===== src/common/data_io_pkg.sv =====
`default_nettype none

package data_io_pkg;

	// ********************
	// widths
	// ********************

	// one serial byte
	localparam int byte_width = 8;

	// bit position counter inside a byte, counts 0..7 and wraps
	localparam int bit_cnt_width = 3;

	// external memory address
	localparam int addr_width = 25;

	// menu entry the file was picked from
	localparam int index_width = 5;

	// first downloaded byte lands here
	localparam logic [addr_width-1:0] load_base = 25'h0074000;

	// ********************
	// commands
	// ********************

	// opcodes sent as the first byte of a selection
	typedef enum logic [byte_width-1:0] {
		cmd_file_tx     = 8'h53,
		cmd_file_tx_dat = 8'h54,
		cmd_file_index  = 8'h55
	} upload_cmd_t;

	// ********************
	// shared structs
	// ********************

	// byte from the serial receiver
	// first marks the command byte of a selection
	typedef struct packed {
		logic [byte_width-1:0] data;
		logic                  first;
	} spi_byte_t;

	// memory write payload, valid while wr is high
	typedef struct packed {
		logic [addr_width-1:0] addr;
		logic [byte_width-1:0] data;
	} ram_wr_t;

endpackage

`default_nettype wire


===== src/spi_client/spi_byte_rx.sv =====
`timescale 1ns/1ps
`default_nettype none

module spi_byte_rx (
	input  logic                  clk,
	input  logic                  ss,
	// serial link from the host, asynchronous to clk
	input  logic                  spi_sel,
	input  logic                  sck,
	input  logic                  sdi,
	// one-cycle strobe with the completed byte
	output logic                  rx_valid,
	output data_io_pkg::spi_byte_t rx_byte
);

	// ********************
	// input synchronizers
	// ********************

	// two flops per serial input, bit 1 is the synchronized copy
	logic [1:0] sel_sync;
	logic [1:0] sck_sync;
	logic [1:0] sdi_sync;

	// previous synchronized levels for edge detection
	logic sck_prev;
	logic sel_prev;

	// registered sck rising edge, one cycle after the sync output
	logic sck_rise;

	// sdi sample aligned with sck_rise
	logic sdi_bit;

	// ********************
	// byte assembly
	// ********************

	// bit position in the current byte
	logic [data_io_pkg::bit_cnt_width-1:0] bit_cnt;

	// first seven bits, the eighth is taken straight from sdi_bit
	logic [data_io_pkg::byte_width-2:0] shift;

	// pending command byte flag, set when spi_sel rises
	logic first_pend;

	// sel rising edge after synchronization
	logic sel_rise;

	// last bit of a byte arrives with this edge
	logic last_bit;

	assign sel_rise = sel_sync[1] & ~sel_prev;
	assign last_bit = sck_rise & sel_sync[1] &
		(bit_cnt == {data_io_pkg::bit_cnt_width{1'b1}});

	// control path
	always_ff @(posedge clk or posedge ss) begin
		if (ss) begin
			sel_sync   <= '0;
			sck_sync   <= '0;
			sdi_sync   <= '0;
			sck_prev   <= 1'b0;
			sel_prev   <= 1'b0;
			sck_rise   <= 1'b0;
			sdi_bit    <= 1'b0;
			bit_cnt    <= '0;
			first_pend <= 1'b0;
			rx_valid   <= 1'b0;
		end else begin
			sel_sync <= {sel_sync[0], spi_sel};
			sck_sync <= {sck_sync[0], sck};
			sdi_sync <= {sdi_sync[0], sdi};

			sck_prev <= sck_sync[1];
			sel_prev <= sel_sync[1];

			// edges only count while selected
			sck_rise <= sck_sync[1] & ~sck_prev & sel_sync[1];
			sdi_bit  <= sdi_sync[1];

			// strobe defaults low
			rx_valid <= 1'b0;

			if (!sel_sync[1]) begin
				// deselect drops any partial byte
				bit_cnt <= '0;
			end else if (sck_rise) begin
				// wraps from 7 back to 0
				bit_cnt <= bit_cnt + 1'b1;
			end

			if (last_bit) begin
				rx_valid   <= 1'b1;
				first_pend <= 1'b0;
			end

			// new selection, next byte is a command
			// placed last so it wins over the clear above
			if (sel_rise) begin
				first_pend <= 1'b1;
			end
		end
	end

	// payload path
	always_ff @(posedge clk) begin
		if (sck_rise && sel_sync[1]) begin
			// msb first
			shift <= {shift[data_io_pkg::byte_width-3:0], sdi_bit};
		end
		if (last_bit) begin
			rx_byte.data  <= {shift, sdi_bit};
			rx_byte.first <= first_pend;
		end
	end

endmodule

`default_nettype wire


===== src/spi_client/upload_decoder.sv =====
`timescale 1ns/1ps
`default_nettype none

module upload_decoder (
	input  logic                                  clk,
	input  logic                                  ss,
	// byte stream from the serial receiver
	input  logic                                  rx_valid,
	input  data_io_pkg::spi_byte_t                rx_byte,
	// memory write port, no back-pressure
	output logic                                  wr,
	output data_io_pkg::ram_wr_t                  ram,
	// status levels
	output logic                                  downloading,
	output logic [data_io_pkg::index_width-1:0]   index
);

	// ********************
	// command register
	// ********************

	// opcode of the current selection
	// unknown values are kept so their payload is ignored
	data_io_pkg::upload_cmd_t cmd;

	// ********************
	// byte classification
	// ********************

	// first byte of a selection
	logic is_cmd;

	// payload byte under each known command
	logic is_tx;
	logic is_dat;
	logic is_idx;

	// file transfer start request, bit 0 of the payload
	logic tx_start;

	always_comb begin
		is_cmd = rx_valid & rx_byte.first;
		is_tx  = 1'b0;
		is_dat = 1'b0;
		is_idx = 1'b0;
		if (rx_valid && !rx_byte.first) begin
			case (cmd)
				data_io_pkg::cmd_file_tx: begin
					is_tx = 1'b1;
				end
				data_io_pkg::cmd_file_tx_dat: begin
					is_dat = 1'b1;
				end
				data_io_pkg::cmd_file_index: begin
					is_idx = 1'b1;
				end
				default: begin
					// other opcodes drop their payload
					is_tx = 1'b0;
				end
			endcase
		end
		tx_start = is_tx & rx_byte.data[0];
	end

	// ********************
	// address and state
	// ********************

	// address of the last byte written
	logic [data_io_pkg::addr_width-1:0] addr_q;

	// byte for the pending write
	logic [data_io_pkg::byte_width-1:0] data_q;

	// address before load_base so the first write hits load_base
	logic [data_io_pkg::addr_width-1:0] addr_init;

	assign addr_init = data_io_pkg::load_base - 1'b1;

	always_ff @(posedge clk or posedge ss) begin
		if (ss) begin
			cmd         <= data_io_pkg::cmd_file_tx;
			wr          <= 1'b0;
			downloading <= 1'b0;
			index       <= '0;
			addr_q      <= addr_init;
		end else begin
			// write strobe lasts one cycle
			wr <= 1'b0;

			if (is_cmd) begin
				cmd <= data_io_pkg::upload_cmd_t'(rx_byte.data);
			end

			// start or end of a download
			if (is_tx) begin
				downloading <= rx_byte.data[0];
			end

			// a start rewinds the address counter
			if (tx_start) begin
				addr_q <= addr_init;
			end

			// data byte goes to the next address
			// written even when no download is active
			if (is_dat) begin
				addr_q <= addr_q + 1'b1;
				wr     <= 1'b1;
			end

			// menu entry of the file
			if (is_idx) begin
				index <= rx_byte.data[data_io_pkg::index_width-1:0];
			end
		end
	end

	// write data, only meaningful with wr
	always_ff @(posedge clk) begin
		if (is_dat) begin
			data_q <= rx_byte.data;
		end
	end

	// ********************
	// memory port
	// ********************

	// address and data change together with wr
	assign ram.addr = addr_q;
	assign ram.data = data_q;

endmodule

`default_nettype wire


===== src/data_io.sv =====
`timescale 1ns/1ps
`default_nettype none

module data_io (
	input  logic                                clk,
	input  logic                                ss,
	// serial link from the host controller
	// spi_sel high means selected
	input  logic                                spi_sel,
	input  logic                                sck,
	input  logic                                sdi,
	// external memory write port
	output logic                                wr,
	output data_io_pkg::ram_wr_t                ram,
	// download status
	output logic                                downloading,
	// menu index of the loaded file
	output logic [data_io_pkg::index_width-1:0] index
);

	// ********************
	// internal wires
	// ********************

	// byte strobe between receiver and decoder
	logic rx_valid;

	// received byte with the command flag
	data_io_pkg::spi_byte_t rx_byte;

	// ********************
	// serial receiver
	// ********************

	// oversamples sck on clk and assembles bytes
	spi_byte_rx i_spi_byte_rx (
		.clk      (clk),
		.ss       (ss),
		.spi_sel  (spi_sel),
		.sck      (sck),
		.sdi      (sdi),
		.rx_valid (rx_valid),
		.rx_byte  (rx_byte)
	);

	// ********************
	// command decoder
	// ********************

	// runs the download state and drives the memory writes
	upload_decoder i_upload_decoder (
		.clk         (clk),
		.ss          (ss),
		.rx_valid    (rx_valid),
		.rx_byte     (rx_byte),
		.wr          (wr),
		.ram         (ram),
		.downloading (downloading),
		.index       (index)
	);

endmodule

`default_nettype wire


===== config.mk =====
export PLATFORM = sky130hd
export DESIGN_NAME = data_io
export DESIGN_NICKNAME = d
export VERILOG_FILES = /design/src/common/data_io_pkg.sv /design/src/spi_client/spi_byte_rx.sv /design/src/spi_client/upload_decoder.sv /design/src/data_io.sv
export SDC_FILE = /design/constraint.sdc
export NUM_CORES = 1
export LEC_CHECK = 0
export ABC_AREA = 1
export BUFFER_PORTS_ARGS = -buffer_cell sky130_fd_sc_hd__buf_2
export CAP_MARGIN = 20
export CORE_ASPECT_RATIO = 2
export CORE_MARGIN = 1.5
export CORE_UTILIZATION = 40
export CTS_CLUSTER_SIZE = 24
export DETAILED_ROUTE_END_ITERATION = 10
export PLACE_DENSITY = 0.58
export SLEW_MARGIN = 20
export SYNTH_ARGS = -nofsm -noshare
export SYNTH_HDL_FRONTEND = slang
export SYNTH_SLANG_ARGS = --single-unit

===== constraint.sdc =====
create_clock -name clk -period 2.47 [get_ports clk]
set_input_delay 0.1235 -clock clk [delete_from_list [all_inputs] [get_ports clk]]
set_output_delay 0.1235 -clock clk [all_outputs]
set_load 0.01 [all_outputs]

==> impl_metrics.ini, run 1 <==
[sta]
slew_viol_final = 0
setup_tns_ns = 0
achievable-frequency_mhz = 537
clock_skews_ns = 0.00550
finalSetupViolations = 0
rsz0062_at_grt = false
finalHoldViolCount = 0
slew_headroom_pct = 56.8
timing_worst_slew_pin_value_ns = 0.646
min_period_over_period_pct = 75.4
post-route-min-period_ns = 1.86

[cts]
cts.htree.levels = 3
ctsLongestPathBuffers = 2
cts_hold_buffers = 4
clk-insertion-delay-late_ns = 0.34
path_clk_slew_ns = 0.06
clock_tree.root_cell = clkbuf_16
cts_buffer_count = 9
cts.repair_timing.setup_buffer_count = 0
cts.sinks = 79
post_cts_resize_count = 0
cts_tree = yes

[detailed_routing]
num_vias = 2634
initialDrtViolationCount = 149
drtAntennaViolNets = 0
drtPass1Iterations = 4
detail_route.vias_per_cell = 4.81
drt_drc_violations_left = 0
postRouteWirelength_mm = 7.35
post_drt_wl_per_cell_um = 13.4

[logic_synthesis]
synth_seq_area_share_pct = 60.3
synthesis.instances = 385
yosys_warnings = 0
synthesis.nets = 393
post_synth_cell_types = 29
ys_ff_latch = 79
mappedNetlistArea_sq_um = 3520
postSynthAreaPerCell_sq_um = 9.15

[finish]
fin_cells = 548
antenna_cells = 0
final_nets = 451
final_common_cell = nand2_1
final_layout_size_suffix_gt1_share_pct = 23.4
most-common-layout-cells = 128 x nand2_1, 47 x inv_1, 44 x buf_2
area_growth_pct = 19.4

[worst_setup_path]
critPathLaunchType = register
path_cells = nand2_2 > nor2_8 > nand2_2 > nor2_4 > inv_1 > nand2_1 > nand2_1 > o21ai_0
worstPathRequired_ns = 2.72
cpMaxStageDelayCell = dfstp_2
critical_path_peak_fanout = 26
cpPeakStageDelay_ns = 0.53
rr_startpoint = i_upload_decoder.cmd[6]
reg2reg_to = i_upload_decoder.addr_q[0]
endpoint_arrival_time_on_the_critical_path_ns = 2.11
timing.critical_path.to = i_upload_decoder.addr_q[0]
path_class = register to register
critical_path.startpoint = i_upload_decoder.cmd[6]
worst-r2r-cell-count = 8
worst-r2r-setup-slack_ns = 0.61
worst_setup_path_end_kind = register

[global_routing]
grt_antenna_before_repair = 0
grt_first_pass_wirelength_mm = 12.2
grt_pass1_vias = 2547
grt_remaining_overflow = 0
gr-usage-all-layers_pct = 17.2
grt_max_degree = 30

[placement]
globalplace.congestion = 0.854
numPlacedInstances = 528
dp_hpwl_mm = 5.52
io_buffers = 44

[die]
die_height_um = 136
rows = 48
start_util_pct = 41.0
floorplan.die_area_sq_um = 9410
io_pins = 45
die-width_um = 69.3
floorplan_core_area_sq_um = 8590

[power]
pwr-share-comb_pct = 1.7
power.share.sequential_pct = 49.5
p_int_w = 0.00220
peakVddDrop_v = 0.000518
clk_network_pwr_share_pct = 48.8
power-per-cell-area_nw_per_um2 = 661
p_leak_nw = 1.91
netSwitchingPower_w = 0.000578
power.switching_fraction_pct = 20.8

[run_status]
outcome = finished clean

[run]
maxCapViolations = 0

[min_path]
hold_path_class = register to register
-- worst min-delay path by stage --
stage | start | to | slack (ns) | cells past startpoint
after floorplan | sck | i_spi_byte_rx.sck_sync[0] | 0.15 | 0
after global placement | spi_sel | i_spi_byte_rx.sel_sync[0] | 0.23 | 1
after detailed placement | sdi | i_spi_byte_rx.sdi_sync[0] | 0.23 | 1
after CTS | i_spi_byte_rx.sdi_sync[0] | i_spi_byte_rx.sdi_sync[1] | 0.35 | 0
after global routing | i_spi_byte_rx.sdi_sync[0] | i_spi_byte_rx.sdi_sync[1] | 0.35 | 0
final | i_spi_byte_rx.sdi_sync[0] | i_spi_byte_rx.sdi_sync[1] | 0.35 | 0
-- cell families after synthesis --
logic type	after synthesis	share of synthesized area [%]
compound gates	31	4.66
xor+xnor	1	0.249
fa+ha+maj	3	1.07
buf+inv	56	6.43
flops	79	60.3
mux	1	0.320
simple gates	214	27.0
-- cells in the mapped netlist --
library cell,count,share of area [%]
clkbuf_1,1,0.11
xor2_1,1,0.25
or2_2,1,0.18
dfstp_2,21,16
nand2_1,128,14
inv_2,2,0.21
buf_2,1,0.14
o21ai_0,22,3.1
nor2_8,1,0.57
o21bai_1,2,0.43
nor2_1,35,3.7
nor2_2,3,0.53
dfrtp_1,34,24
ha_1,3,1.1
nand3b_1,1,0.21
nand2_2,6,1.1
o21ai_2,1,0.25
nand4_2,1,0.36
nand3_4,1,0.50
inv_1,48,5.1
a21oi_1,3,0.43
edfxtp_1,24,20
nor2_4,4,1.3
buf_6,2,0.64
nand4_1,6,1.1
nand3_1,27,3.8
clkinv_1,2,0.21
o21ai_1,3,0.43
mux2_2,1,0.32
-- through the flow --
stage          setup slack, ns  power [W]  instance area (sq um)  hold WS, ns  utilization, %
2_1_floorplan            0.990    0.00142                   3520        0.155               -
3_3_place_gp             0.681    0.00144                   3860        0.233            44.9
3_5_place_dp             0.596    0.00144                   3860        0.233            44.9
4_1_cts                  0.570    0.00282                   4200        0.349            49.0
6_report                 0.608    0.00278                   4200        0.349            49.0
5_1_grt                  0.434    0.00288                   4200        0.352            49.0
-- power groups by stage --
| stage | Clock, W | Combinational (W) | Sequential, W |
|---|---|---|---|
| floorplan | 0 | 0.0000281 | 0.00140 |
| global placement | 0 | 0.0000415 | 0.00140 |
| detailed placement | 0 | 0.0000437 | 0.00140 |
| CTS | 0.00139 | 0.0000485 | 0.00138 |
| global route | 0.00144 | 0.0000556 | 0.00138 |
| finish | 0.00136 | 0.0000459 | 0.00138 |
-- worst max-delay path, delay by kind of cell (launching register included) --
kind | cells | cell delay (ns)
AO/OA/AOI/OAI | 1 | 0.09
buffers and inverters | 1 | 0.15
AND/OR/NAND/NOR | 6 | 1.01
flip-flops | 1 | 0.53
-- cell type report --
| cell class | instances | area [sq um] |
|---|---|---|
| well taps | 100 | 125 |
| flip-flops and latches | 79 | 2120 |
| repair buffers | 51 | 283 |
| fillers | 832 | 4380 |
| multi-input cells | 250 | 1170 |
| inverters | 52 | 195 |
| clock inverters | 5 | 63.8 |
| clock buffers | 11 | 243 |
-- layer usage --
layer | GRT usage [%] | up-vias | part of all wire (%)
li1 | - | 1341 | -
met1 | 18.1 | 1235 | 38
met2 | 30.8 | 45 | 56
met3 | 4.17 | 13 | 3.5
met4 | 9.69 | 0 | 2.6
met5 | 0 | - | 0
-- state kept, by name, summed over array words and instances (netlist names), 2 cells and up --
name / cells
i_spi_byte_rx.bit_cnt: 3
i_spi_byte_rx.sck_sync: 2
i_upload_decoder.cmd: 8
i_spi_byte_rx.sdi_sync: 2
i_spi_byte_rx.rx_byte: 9
i_upload_decoder.index: 5
i_upload_decoder.addr_q: 25
i_upload_decoder.data_q: 8
i_spi_byte_rx.sel_sync: 2
i_spi_byte_rx.shift: 7
(Power assumes the default switching activity.)
==> run 2, diff against run 1 <==
==> constraint.sdc (replaced) <==
create_clock -name clk -period 1.75 [get_ports clk]
set_input_delay 0.0875 -clock clk [delete_from_list [all_inputs] [get_ports clk]]
set_output_delay 0.0875 -clock clk [all_outputs]
set_load 0.01 [all_outputs]
==> run 2 against run 1 <==
Effect of this change: sequential cell count is the same; critical path type unchanged; routed wire length up 3.6%; clock power is 46% higher; die area stayed put; first-iteration DRC count down 21%; sequential share of layout area down 0.77 points; critical path depth shrank 1.
==> impl_metrics.ini, run 2 (synthesized netlist as in run 1, its figures left out) <==
[finish]
final_layout_size_suffix_gt1_share_pct = 24.2
final_common_cell = nand2_1
largest_registers = i_upload_decoder.addr_q (25), i_spi_byte_rx.rx_byte (9)
most-common-layout-cells = 128 x nand2_1, 47 x inv_1, 44 x buf_2
final_nets = 454
area_growth_pct = 21.3
number_of_flip_flops_in_the_largest_register = 25
seqCellArea_sq_um = 2120
multi_input_area_sq_um = 1180
final.fill_count = 816
fin_cells = 551
max_flop_register = i_upload_decoder.addr_q
antenna_cells = 0

[worst_setup_path]
worst-r2r-cell-count = 7
reg2reg_to = i_upload_decoder.addr_q[17]
critPathLaunchType = register
worstPathRequired_ns = 2.01
endpoint_arrival_time_on_the_critical_path_ns = 1.92
timing.critical_path.to = i_upload_decoder.addr_q[17]
critical_path_peak_fanout = 5
rr_startpoint = i_upload_decoder.addr_q[7]
path_class = register to register
worst_setup_path_end_kind = register
critical_path.startpoint = i_upload_decoder.addr_q[7]
worst-r2r-setup-slack_ns = 0.1

[cts]
cts.htree.levels = 3
path_clk_slew_ns = 0.06
ctsLongestPathBuffers = 2
cts_buffer_count = 9
cts_tree = yes
cts.repair_timing.setup_buffer_count = 0
clock_tree.root_cell = clkbuf_16
cts.sinks = 79
clk-insertion-delay-late_ns = 0.33

[global_routing]
grt_pass1_vias = 2739
grt_first_pass_wirelength_mm = 12.8
grt_max_degree = 37
grt_remaining_overflow = 0
grt_antenna_before_repair = 0
gr-usage-all-layers_pct = 17.5

[sta]
finalHoldViolCount = 0
slew_headroom_pct = 68.3
rsz0062_at_grt = false
min_period_over_period_pct = 94.5
achievable-frequency_mhz = 604
setup_tns_ns = 0
finalSetupViolations = 0
timing_worst_slew_pin_value_ns = 0.475
post-route-min-period_ns = 1.65
slew_viol_final = 0
clock_skews_ns = 0.00881

[run]
maxCapViolations = 0

[power]
netSwitchingPower_w = 0.000789
power.share.sequential_pct = 48.6
power-per-cell-area_nw_per_um2 = 935
clk_network_pwr_share_pct = 49.7
p_leak_nw = 1.94
peakVddDrop_v = 0.000626
p_int_w = 0.00320
pwr-share-comb_pct = 1.7
power.switching_fraction_pct = 19.8

[placement]
io_buffers = 44
globalplace.congestion = 0.847
dp_hpwl_mm = 5.63
numPlacedInstances = 531

[die]
io_pins = 45
floorplan.die_area_sq_um = 9410
floorplan_core_area_sq_um = 8590
rows = 48
start_util_pct = 41.0
die-width_um = 69.3
die_height_um = 136

[detailed_routing]
postRouteWirelength_mm = 7.62
drt_drc_violations_left = 0
initialDrtViolationCount = 117
detail_route.vias_per_cell = 4.86
drtAntennaViolNets = 0
post_drt_wl_per_cell_um = 13.8
drtPass1Iterations = 4
num_vias = 2680

[run_status]
outcome = finished clean

[min_path]
hold_path_class = input port to async pin
==> run 2: cell types whose count changed in the layout (fill, tap and decap cells not counted), sizes merged <==
cell / change
buf: +3
bufinv: +1
clkbuf: -2
clkinv: +2
clkinvlp: -1
==> run 2: power by group through the flow <==
stage / Clock, W / Combinational [W] / Sequential, W
6_report: 0.00198 / 0.0000672 / 0.00194
5_1_grt: 0.00210 / 0.0000790 / 0.00194
4_1_cts: 0.00202 / 0.0000712 / 0.00194
3_5_place_dp: 0 / 0.0000646 / 0.00198
3_3_place_gp: 0 / 0.0000617 / 0.00197
2_1_floorplan: 0 / 0.0000396 / 0.00197
==> run 2: final cells by class <==
cell class / instances / area share (%)
clock buffer: 9 / 5.28
tap: 100 / 2.93
multi-input combinational: 250 / 27.5
clock inverter: 7 / 2.20
inverter: 52 / 4.57
timing repair buffer: 54 / 7.74
sequential: 79 / 49.7
==> run 2: worst max-delay path, cell delays in order, from the launching register on <==
cell and delay, ns:
dfstp_2 0.58, nand2_1 0.10, nor2_1 0.32, nand3_1 0.15, nor2_1 0.21, nand3_1 0.10, nand2_1 0.07, nand2_1 0.05
==> run 2: repair_timing <==
action	CTS	global route
endpoints found under the setup margin	0	11
gates resized for setup	0	2
hold buffers	4	0
endpoints found under the hold margin	13	0
==> run 2: layer usage <==
layer,global-route usage (%),vias to the layer above,wire (um)
li1,-,1336,-
met1,18.4,1263,2970
met2,32.5,65,4230
met3,2.68,16,192
met4,10.2,0,223
met5,0,-,0
==> run 2: how the worst min path moves through the flow <==
stage	depth (start not counted)	slack, ns	to	start
after floorplan	0	0.12	i_spi_byte_rx.sck_sync[0]	sck
after global placement	2	0.13	i_spi_byte_rx.sel_sync[0]	ss
after global routing	0	0.36	i_spi_byte_rx.sdi_sync[1]	i_spi_byte_rx.sdi_sync[0]
after detailed placement	2	0.13	i_spi_byte_rx.sel_sync[0]	ss
after CTS	3	0.33	i_spi_byte_rx.sel_sync[0]	ss
final	3	0.32	i_upload_decoder.addr_q[19]	ss
==> run 2: per-stage QoR <==
step                      hold WS [ns]  area (sq um)  setup WS, ns  util [%]  power, W
final                            0.316          4270        0.0955      49.7   0.00399
after global routing             0.357          4270       0.00569      49.7   0.00412
after CTS                        0.332          4260        0.0157      49.7   0.00404
after detailed placement         0.133          3910        0.0305      45.5   0.00204
after global placement           0.131          3910         0.146      45.5   0.00204
after floorplan                  0.119          3520         0.270         -   0.00201
==> run 3, diff against run 2 <==
--- a/config.mk
+++ b/config.mk
@@ -14,6 +14,7 @@
 export CTS_CLUSTER_SIZE = 24
 export DETAILED_ROUTE_END_ITERATION = 10
 export PLACE_DENSITY = 0.58
+export RECOVER_POWER = 50
 export SLEW_MARGIN = 20
 export SYNTH_ARGS = -nofsm -noshare
 export SYNTH_HDL_FRONTEND = slang
==> run 3 against run 2 <==
Effect of this change: routed wire length about the same; clock-buffer cell count did not move; non-clock buffer count unchanged; critical path depth did not move; setup slack worse by 0.0073 ns; first-iteration DRC count is 10% lower; clock power about the same; global-route usage did not move; sequential share of layout area grew 0.28 points; design area shrank 0.56%; maximum frequency is 0.44% lower; critical path type unchanged; largest power group unchanged.
==> impl_metrics.ini, run 3 (synthesized netlist as in run 1, its figures left out) <==
[run_status]
outcome = finished clean

[finish]
final_layout_size_suffix_gt1_share_pct = 19.7
final_nets = 454
seqCellArea_sq_um = 2120
antenna_cells = 0
fin_cells = 551
multi_input_area_sq_um = 1180
final_common_cell = nand2_1
most-common-layout-cells = 128 x nand2_1, 48 x inv_1, 34 x dfrtp_1
final.fill_count = 819
largest_registers = i_upload_decoder.addr_q (25), i_spi_byte_rx.rx_byte (9)
area_growth_pct = 20.6
number_of_flip_flops_in_the_largest_register = 25
max_flop_register = i_upload_decoder.addr_q

[cts]
cts.htree.levels = 3
clock_tree.root_cell = clkbuf_16
ctsLongestPathBuffers = 2
clk-insertion-delay-late_ns = 0.33
cts_tree = yes
cts.sinks = 79
cts_buffer_count = 9
path_clk_slew_ns = 0.06

[worst_setup_path]
critPathLaunchType = register
cpPeakStageDelay_ns = 0.58
rr_startpoint = i_upload_decoder.addr_q[7]
path_cells = nand2_1 > nor2_1 > nand3_1 > nor2_1 > nand3_1 > nand2_1 > nand2_1
worst-r2r-setup-slack_ns = 0.09
reg2reg_to = i_upload_decoder.addr_q[17]
worst_setup_path_end_kind = register
critical_path_peak_fanout = 5
worstPathRequired_ns = 2.01
path_class = register to register
timing.critical_path.mode_cell = nand2_1
cpMaxStageDelayCell = dfstp_2
endpoint_arrival_time_on_the_critical_path_ns = 1.92
worst-r2r-cell-count = 7

[placement]
numPlacedInstances = 531
globalplace.congestion = 0.847
io_buffers = 44
dp_hpwl_mm = 5.63

[detailed_routing]
drtAntennaViolNets = 0
detail_route.vias_per_cell = 4.85
drt_drc_violations_left = 0
num_vias = 2675
postRouteWirelength_mm = 7.62
drtPass1Iterations = 5
post_drt_wl_per_cell_um = 13.8
initialDrtViolationCount = 105

[sta]
slew_viol_final = 0
clock_skews_ns = 0.00897
finalHoldViolCount = 0
min_period_over_period_pct = 95.0
finalSetupViolations = 0
timing_worst_slew_pin_value_ns = 0.839
achievable-frequency_mhz = 602
post-route-min-period_ns = 1.66
slew_headroom_pct = 44.0
rsz0062_at_grt = false
setup_tns_ns = 0

[die]
die-width_um = 69.3
start_util_pct = 41.0
rows = 48
io_pins = 45
floorplan.die_area_sq_um = 9410
floorplan_core_area_sq_um = 8590
die_height_um = 136

[global_routing]
grt_pass1_vias = 2739
grt_remaining_overflow = 0
gr-usage-all-layers_pct = 17.5
grt_max_degree = 37
grt_first_pass_wirelength_mm = 12.8
grt_antenna_before_repair = 0

[run]
maxCapViolations = 0

[min_path]
worst_hold_path.num_cells = 0
min_delay_worst_endpoint = i_spi_byte_rx.sdi_sync[1]
hold_path_class = register to register
holdCritStartpoint = i_spi_byte_rx.sdi_sync[0]

[power]
peakVddDrop_v = 0.000626
power-per-cell-area_nw_per_um2 = 940
p_leak_nw = 1.87
power_w = 0.00399
==> run 3: cell type report <==
cell class,instances,share of cell area (%)
Clock buffer,9,5.31
Clock inverter,7,2.21
Inverter,52,4.60
Multi-Input combinational cell,250,27.7
Sequential cell,79,50.0
Tap cell,100,2.95
Timing Repair Buffer,54,7.22
==> run 3: timing repair <==
item / CTS / global route
gates resized for setup: 0 / 2
hold buffers: 4 / 0
endpoints found under the setup margin: 0 / 11
buffers inserted: 0 / 0
hold endpoints to repair: 13 / 0
==> run 3: critical path, delay by kind of cell (launching register included) <==
kind             cells  cell delay [ns]
DFF                  1             0.58
and+or+nand+nor      7             1.01
==> run 3: power by group <==
group          switching (W)  internal, W  total [W]
clock               0.000731      0.00125    0.00198
combinational      0.0000417    0.0000250  0.0000667
sequential         0.0000147      0.00193    0.00194
total               0.000787      0.00320    0.00399
==> run 3: metrics by stage <==
stage | util, % | worst slack [ns] | hold WS, ns | area, sq um
after floorplan | - | 0.270 | 0.119 | 3520
after global placement | 45.5 | 0.146 | 0.131 | 3910
after detailed placement | 45.5 | 0.0305 | 0.133 | 3910
after CTS | 49.7 | 0.0157 | 0.332 | 4260
after global routing | 49.4 | 0.00569 | 0.357 | 4250
final | 49.4 | 0.0882 | 0.347 | 4250
==> run 3: routing by layer <==
metal	wire length, um	global-route usage, %	vias to the layer above
met5	0	0	-
met4	223	10.2	0
met3	214	2.68	16
met2	4240	32.5	69
met1	2940	18.4	1253
li1	-	-	1337
==> run 3: how the worst max path moves through the flow <==
stage / startpoint / end
2_1_floorplan: i_upload_decoder.addr_q[0] / i_upload_decoder.addr_q[22]
3_3_place_gp: i_upload_decoder.addr_q[0] / i_upload_decoder.addr_q[16]
3_5_place_dp: i_spi_byte_rx.bit_cnt[0] / i_spi_byte_rx.rx_byte[1]
4_1_cts: i_spi_byte_rx.bit_cnt[0] / i_spi_byte_rx.rx_byte[2]
5_1_grt: i_upload_decoder.addr_q[0] / i_upload_decoder.addr_q[14]
6_report: i_upload_decoder.addr_q[7] / i_upload_decoder.addr_q[17]
